`src/periph_consts.svh`:
```
// Bus widths, slot numbers and GPIO register offsets, included by the package and the RTL
`ifndef PERIPH_CONSTS_SVH
`define PERIPH_CONSTS_SVH

// Peripheral bus widths
`define PERIPH_ADDR_W 11
`define PERIPH_DATA_W 32

// Slot index width, shared by both regions
`define PERIPH_SLOT_W 4

// Address bit that selects the 16-byte slot region
`define PERIPH_REGION_BIT 10

// Full-region slot numbers
`define PERIPH_SLOT_GPIO 1
`define PERIPH_SLOT_UART_RST 2

// GPIO pins and function select width
`define GPIO_PINS 8
`define GPIO_SEL_W 5

// GPIO register offsets inside its 64-byte slot
`define GPIO_OFS_OUT 6'h00
`define GPIO_OFS_IN 6'h04

// Pin selects start here, one word per pin
`define GPIO_OFS_SEL_BASE 6'h20

`endif

```
`src/periph_pkg.sv`:
```
// Shared bus types for the peripheral core, imported by every RTL module
`include "periph_consts.svh"

package periph_pkg;

    // Size code on the read and write strobes, SIZE_NONE means idle
    typedef enum logic [1:0] {
        SIZE_BYTE = 2'd0,
        SIZE_HALF = 2'd1,
        SIZE_WORD = 2'd2,
        SIZE_NONE = 2'd3
    } access_size_e;

    // Request from the core, as seen by every slot
    typedef struct packed {
        logic [`PERIPH_ADDR_W-1:0] addr;
        logic [`PERIPH_DATA_W-1:0] wdata;
        access_size_e              write_n;
        access_size_e              read_n;
    } periph_req_t;

    // Response of one slot
    typedef struct packed {
        logic [`PERIPH_DATA_W-1:0] rdata;
        logic                      ready;
    } periph_rsp_t;

    // Region and slot of an access
    // Same bit layout as a GPIO pin function select
    typedef struct packed {
        logic                      is_byte;
        logic [`PERIPH_SLOT_W-1:0] slot;
    } slot_sel_t;

endpackage

```
`src/periph_addr_decode.sv`:
```
// Address decoder that picks the region and slot and steers the selected read response
`include "periph_consts.svh"

module periph_addr_decode
    import periph_pkg::*;
(
    input  periph_req_t i_req,
    input  periph_rsp_t i_gpio_rsp,
    output logic        o_gpio_sel,
    output periph_rsp_t o_rsp
);

    localparam logic [`PERIPH_SLOT_W-1:0] SLOT_GPIO = `PERIPH_SLOT_GPIO;

    slot_sel_t addr_slot;

    // Byte region has 16-byte slots and full region has 64-byte slots
    always_comb begin
        addr_slot.is_byte = i_req.addr[`PERIPH_REGION_BIT];
        if (addr_slot.is_byte) begin
            addr_slot.slot = i_req.addr[7:4];
        end else begin
            addr_slot.slot = i_req.addr[9:6];
        end
    end

    // Only full-region slot 1 has a peripheral behind it
    assign o_gpio_sel = !addr_slot.is_byte && (addr_slot.slot == SLOT_GPIO);

    always_comb begin
        if (o_gpio_sel) begin
            o_rsp = i_gpio_rsp;
        end else begin
            // Unpopulated slots read as zero and never stall the core
            o_rsp.rdata = '0;
            o_rsp.ready = 1'b1;
        end
    end

endmodule

```
`src/periph_read_capture.sv`:
```
// Output register for read data toward the core, held until the core completes the read
`include "periph_consts.svh"

module periph_read_capture
    import periph_pkg::*;
(
    input  logic                      clk,
    input  logic                      rst_n,
    input  access_size_e              i_read_n,
    input  access_size_e              i_write_n,
    input  logic                      i_read_complete,
    input  periph_rsp_t               i_rsp,
    output logic [`PERIPH_DATA_W-1:0] o_rdata,
    output logic                      o_data_ready
);

    logic                      read_active;
    logic                      capture;
    logic                      hold_q;
    logic                      read_ready_q;
    logic [`PERIPH_DATA_W-1:0] rdata_q;

    assign read_active = (i_read_n != SIZE_NONE);

    // Sample once per read, the first cycle the slot is ready
    assign capture = read_active && i_rsp.ready && !hold_q;

    always_ff @(posedge clk) begin
        if (!rst_n) begin
            hold_q       <= 1'b0;
            read_ready_q <= 1'b0;
        end else begin
            if (i_read_complete) begin
                hold_q <= 1'b0;
            end
            if (capture) begin
                hold_q <= 1'b1;
            end
            // Ready lines up with the registered data
            read_ready_q <= read_active && i_rsp.ready;
        end
    end

    always_ff @(posedge clk) begin
        if (capture) begin
            rdata_q <= i_rsp.rdata;
        end
    end

    assign o_rdata = rdata_q;

    // Writes complete in the cycle they are issued
    assign o_data_ready = read_ready_q || (i_write_n != SIZE_NONE);

endmodule

```
`src/gpio_regs.sv`:
```
// GPIO slot with the output register, input pin readback, pin function selects and output mux
`include "periph_consts.svh"

module gpio_regs
    import periph_pkg::*;
(
    input  logic                  clk,
    input  logic                  rst_n,
    input  logic                  i_sel,
    input  periph_req_t           i_req,
    input  logic [`GPIO_PINS-1:0] i_ui_in,
    output periph_rsp_t           o_rsp,
    output logic [`GPIO_PINS-1:0] o_uo_out
);

    localparam logic [`PERIPH_SLOT_W-1:0] SLOT_GPIO     = `PERIPH_SLOT_GPIO;
    localparam logic [`PERIPH_SLOT_W-1:0] SLOT_UART_RST = `PERIPH_SLOT_UART_RST;
    localparam int                        IDX_W         = $clog2(`GPIO_PINS);

    logic [5:0]            ofs;
    logic [5:0]            sel_ofs;
    logic                  sel_hit;
    logic [IDX_W-1:0]      sel_idx;
    logic                  wr_en;
    logic [`GPIO_PINS-1:0] out_q;
    slot_sel_t             pin_sel_q [`GPIO_PINS];

    // Offset inside the 64-byte slot
    assign ofs     = i_req.addr[5:0];
    assign sel_ofs = ofs - `GPIO_OFS_SEL_BASE;

    // Word-aligned select registers above the base
    assign sel_hit = (ofs >= `GPIO_OFS_SEL_BASE) && (sel_ofs[1:0] == 2'b00) &&
                     (sel_ofs[5:2] < `GPIO_PINS);
    assign sel_idx = sel_ofs[IDX_W+1:2];

    // Write size is ignored, every register sits in the low byte
    assign wr_en = i_sel && (i_req.write_n != SIZE_NONE);

    always_ff @(posedge clk) begin
        if (!rst_n) begin
            out_q <= '0;
        end else if (wr_en && (ofs == `GPIO_OFS_OUT)) begin
            out_q <= i_req.wdata[`GPIO_PINS-1:0];
        end
    end

    for (genvar i = 0; i < `GPIO_PINS; i++) begin : g_pin
        // Pins 0 and 1 default to the UART slot, the rest to GPIO
        always_ff @(posedge clk) begin
            if (!rst_n) begin
                pin_sel_q[i].is_byte <= 1'b0;
                pin_sel_q[i].slot    <= (i < 2) ? SLOT_UART_RST : SLOT_GPIO;
            end else if (wr_en && sel_hit && (sel_idx == IDX_W'(i))) begin
                pin_sel_q[i] <= slot_sel_t'(i_req.wdata[`GPIO_SEL_W-1:0]);
            end
        end

        // A pin routed elsewhere has no driver left and stays low
        always_comb begin
            if (!pin_sel_q[i].is_byte && (pin_sel_q[i].slot == SLOT_GPIO)) begin
                o_uo_out[i] = out_q[i];
            end else begin
                o_uo_out[i] = 1'b0;
            end
        end
    end

    // Register readback, zero-extended
    always_comb begin
        o_rsp.rdata = '0;
        o_rsp.ready = 1'b1;
        if (ofs == `GPIO_OFS_OUT) begin
            o_rsp.rdata[`GPIO_PINS-1:0] = out_q;
        end else if (ofs == `GPIO_OFS_IN) begin
            o_rsp.rdata[`GPIO_PINS-1:0] = i_ui_in;
        end else if (sel_hit) begin
            o_rsp.rdata[`GPIO_SEL_W-1:0] = pin_sel_q[sel_idx];
        end
    end

endmodule

```
`src/periph_top.sv`:
```
// Top of the peripheral bus core, connecting decode, read capture and GPIO to the core bus
`include "periph_consts.svh"

module periph_top
    import periph_pkg::*;
(
    input  logic                      clk,
    input  logic                      rst_n,
    input  logic [`PERIPH_ADDR_W-1:0] i_addr,
    input  logic [`PERIPH_DATA_W-1:0] i_wdata,
    input  access_size_e              i_write_n,
    input  access_size_e              i_read_n,
    input  logic                      i_read_complete,
    input  logic [`GPIO_PINS-1:0]     i_ui_in,
    output logic [`PERIPH_DATA_W-1:0] o_rdata,
    output logic                      o_data_ready,
    output logic [`GPIO_PINS-1:0]     o_uo_out
);

    periph_req_t req;
    periph_rsp_t gpio_rsp;
    periph_rsp_t sel_rsp;
    logic        gpio_sel;

    // Bundle the core strobes into one request
    assign req = '{addr: i_addr, wdata: i_wdata, write_n: i_write_n, read_n: i_read_n};

    periph_addr_decode u_decode (
        .i_req      (req),
        .i_gpio_rsp (gpio_rsp),
        .o_gpio_sel (gpio_sel),
        .o_rsp      (sel_rsp)
    );

    periph_read_capture u_capture (
        .clk             (clk),
        .rst_n           (rst_n),
        .i_read_n        (i_read_n),
        .i_write_n       (i_write_n),
        .i_read_complete (i_read_complete),
        .i_rsp           (sel_rsp),
        .o_rdata         (o_rdata),
        .o_data_ready    (o_data_ready)
    );

    gpio_regs u_gpio (
        .clk      (clk),
        .rst_n    (rst_n),
        .i_sel    (gpio_sel),
        .i_req    (req),
        .i_ui_in  (i_ui_in),
        .o_rsp    (gpio_rsp),
        .o_uo_out (o_uo_out)
    );

endmodule

```
`config.mk`:
```
export PLATFORM = sky130hd
export DESIGN_NAME = periph_top
export DESIGN_NICKNAME = d
export VERILOG_FILES = /design/src/periph_pkg.sv /design/src/periph_addr_decode.sv /design/src/periph_read_capture.sv /design/src/gpio_regs.sv /design/src/periph_top.sv
export VERILOG_INCLUDE_DIRS = /design/src
export SDC_FILE = /design/constraint.sdc
export NUM_CORES = 1
export LEC_CHECK = 0
export ABC_CLOCK_PERIOD_IN_PS = 4320
export BUFFER_PORTS_ARGS = -buffer_cell sky130_fd_sc_hd__buf_2
export CAP_MARGIN = 20
export CORE_MARGIN = 5
export CORE_UTILIZATION = 53
export DETAILED_ROUTE_END_ITERATION = 10
export GPL_TIMING_DRIVEN = 0
export PLACE_DENSITY_LB_ADDON = 0.1
export SYNTH_ARGS = -nofsm -noshare
export SYNTH_HDL_FRONTEND = slang
export SYNTH_SLANG_ARGS = --single-unit
```
`constraint.sdc`:
```
create_clock -name clk -period 4.32 [get_ports clk]
set_input_delay 0.216 -clock clk [delete_from_list [all_inputs] [get_ports clk]]
set_output_delay 0.216 -clock clk [all_outputs]
set_load 0.05 [all_outputs]
```
==> results.ini <==
[cells_and_area]
diodes=0
syn2layout_area_growth_pct=18.75
drive_above_1_share_pct=29.23
post-route-util_pct=65.39
nets=419

[flow_run]
maxCapViolCount=0

[cts]
numCtsBuffers=9
clkLatencyLatePin_ps=340
cts_resized=0
clockBufferDepth=2
postCtsSetupRepairBufs=0
cts_num_sinks=58
cts.clk_slew.worst_paths_ps=70
root_buffer=clkbuf_8
postCtsHoldBufs=0
h-tree-depth=3
tritoncts=built

[pwr]
intPower_uw=885.8
p_leak_nw=1.417
p_switching_uw=354.1
seqPwrFrac_pct=51.6
swShare_pct=28.56
pwr_density_cell_nw_per_um2=340.2
clkPwrFrac_pct=33.1
p_comb_share_pct=15.3
vdd_ir_drop_max_v=0.0001869

[die]
io_pins=99
rows=27
initial_utilization_pct=55.06
die_area_sq_um=7413
core_area_sq_um=5574
die_y_um=86.10
fp.dieW_um=86.10

[grt]
antenna_found_initial=0
grt_pass1_vias=2354
grt-ovfl-total=0
gr-usage-all-layers_pct=22.14
grt_max_degree=11
grt_pass1_wl_um=12250

[routing]
drtIter0Drc=169
vias_per_cell=5.377
first_pass_iters=5
drt-wirelength-per-cell_um=17.74
drtAntennaViolNets=0
drc_errors=0
wl_um=7768
vias=2355

[setup_path]
start_kind=register
path_max_fanout=2
cp.arrival_ps=1980
worstSetupPathType=reg2out
cp-end-kind=output pin
crit_required_ps=4100

[timing]
drv_slew=0
tightest_slew_ps=857.3
relSlewSlack_pct=42.85
rsz0062_at_grt=false
finalSetupViolCount=0
skew_ps=7.925
layout_worst_path_cycle_share_pct=50.91
fin_setup_tns_ps=0
hold_viol_final=0
fin_crit_ps=2199
fmax_ghz=0.4547

[status]
status=finished clean

[logic_synthesis]
seq_area_frac_synth_pct=53.16
syn_avg_cell_area_sq_um=11.04
synthFlopType=edfxtp_1
synth_area_leaders=edfxtp_1 46%, mux2i_1 8.2%, dfxtp_1 7.2%, buf_4 6.1%, nand2_1 4.0%
synthDistinctLibCells=38
synth_top_area_share_pct=45.98
synth.yosys.warnings=0
netlist_instances=278
synth-seq-cells=58
synth_edf_count=47
synth_top_cell_by_area=edfxtp_1
ys_async_sr_fraction_pct=0
netlist_area_sq_um=3069

[min_path]
hp-class=in2reg

[placement]
place_congestion=0.9057
hpwl_um=5952
io_buffers=49

==> worst max-delay path, stage by stage (launching register included) <==
cell and delay, ps:
edfxtp_1 390, or4b_2 690, nor3b_1 260, buf_2 310
==> per-stage QoR <==
stage | hold slack [ps] | power, mW | area (sq um) | worst slack, ps | std cells
after global placement | 409.7 | 0.8362 | 3491 | 1999 | 422
after floorplan | 306.2 | 0.7866 | 3156 | 1918 | 301
final | 63.71 | 1.240 | 3645 | 2121 | 438
after global routing | 63.52 | 1.293 | 3645 | 2011 | 438
after CTS | 53.19 | 1.243 | 3645 | 2123 | 438
after detailed placement | 413.9 | 0.8385 | 3491 | 1955 | 422
==> layout by cell type (no fill, tap or decap), types with 2 or more instances in the layout <==
| master | count |
|---|---|
| mux2i_1 | 25 |
| o221ai_1 | 3 |
| buf_2 | 53 |
| nand3_1 | 4 |
| a211oi_1 | 3 |
| and3b_1 | 2 |
| a22oi_1 | 12 |
| nand3_4 | 3 |
| nand2b_1 | 3 |
| clkinv_2 | 3 |
| edfxtp_1 | 47 |
| and2_1 | 5 |
| clkinv_1 | 2 |
| nor3b_1 | 8 |
| o31ai_1 | 2 |
| nor3_1 | 3 |
| nor2_1 | 32 |
| or4b_2 | 8 |
| buf_4 | 25 |
| nor2b_1 | 3 |
| nand2_1 | 33 |
| o21ai_0 | 6 |
| a21oi_1 | 8 |
| dfxtp_1 | 11 |
| clkbuf_8 | 9 |
| o22ai_1 | 3 |
| or3_1 | 7 |
| clkbuf_1 | 8 |
| conb_1 | 24 |
==> power by group through the flow <==
stage | logic, mW | clock network [mW] | registers [mW]
after floorplan | 0.120 | 0 | 0.667
after global placement | 0.185 | 0 | 0.651
after detailed placement | 0.186 | 0 | 0.652
after CTS | 0.187 | 0.416 | 0.640
after global routing | 0.200 | 0.450 | 0.643
final | 0.189 | 0.411 | 0.640
==> cells by family (layout without fill, tap and decap cells) <==
group,count (synthesis),count (layout),share of synthesized area [%]
AO/OA/AOI/OAI,38,38,8.154
buffers and inverters,37,102,7.990
flip-flops,58,58,53.16
multiplexers,25,25,8.153
other,1,24,0.1222
AND/OR/NAND/NOR,119,119,22.42
==> layout make-up <==
cell class	count	area, sq um
Clock inverter	4	18.77
Clock buffer	12	135.1
Buffer	35	237.7
Tap cell	72	90.09
Multi-Input combinational cell	206	1279
Fill cell	491	1929
Inverter	2	7.507
Sequential cell	58	1632
Timing Repair Buffer	49	245.2
==> Yosys cell counts (2+ instances only) <==
library cell / n
mux2i_1: 25
a211oi_1: 3
nor3b_1: 8
nor2b_1: 3
nor3_1: 3
dfxtp_1: 11
a22oi_1: 12
o221ai_1: 3
and2_1: 5
buf_2: 4
or4b_2: 8
buf_4: 25
and3b_1: 2
clkbuf_1: 5
or3_1: 7
o22ai_1: 3
a21oi_1: 8
o31ai_1: 2
nand3_1: 4
edfxtp_1: 47
nand3_4: 3
o21ai_0: 6
nor2_1: 32
nand2_1: 33
nand2b_1: 3
==> path summary, 6_finish.rpt <==
| check | from | to | slack [ps] | depth (start not counted) |
|---|---|---|---|---|
| worst min register to register | u_gpio.out_q[4] | u_gpio.out_q[4] | 490 | 2 |
| worst min-delay path | i_read_n[1] | u_capture.read_ready_q | 60 | 2 |
| worst max-delay path | u_gpio.pin_sel_q[4][3] | o_uo_out[4] | 2120 | 3 |
| worst max register to register | u_capture.hold_q | u_capture.o_rdata[3] | 2980 | 1 |
==> metal layers <==
layer,up-vias,global-route usage (%),share of wire (%)
li1,1144,-,-
met2,99,35.95,48
met1,1097,28.23,41
met5,-,0,0
met3,15,5.283,9.2
met4,0,9.353,2.2
==> sequential cells by signal (all words and copies together) (netlist names) <==
| name | count |
|---|---|
| u_gpio.pin_sel_q | 40 |
| u_capture.o_rdata | 8 |
| u_gpio.out_q | 8 |
| u_capture.hold_q | 1 |
| u_capture.read_ready_q | 1 |
No activity file was read; power rests on OpenSTA's default activity.
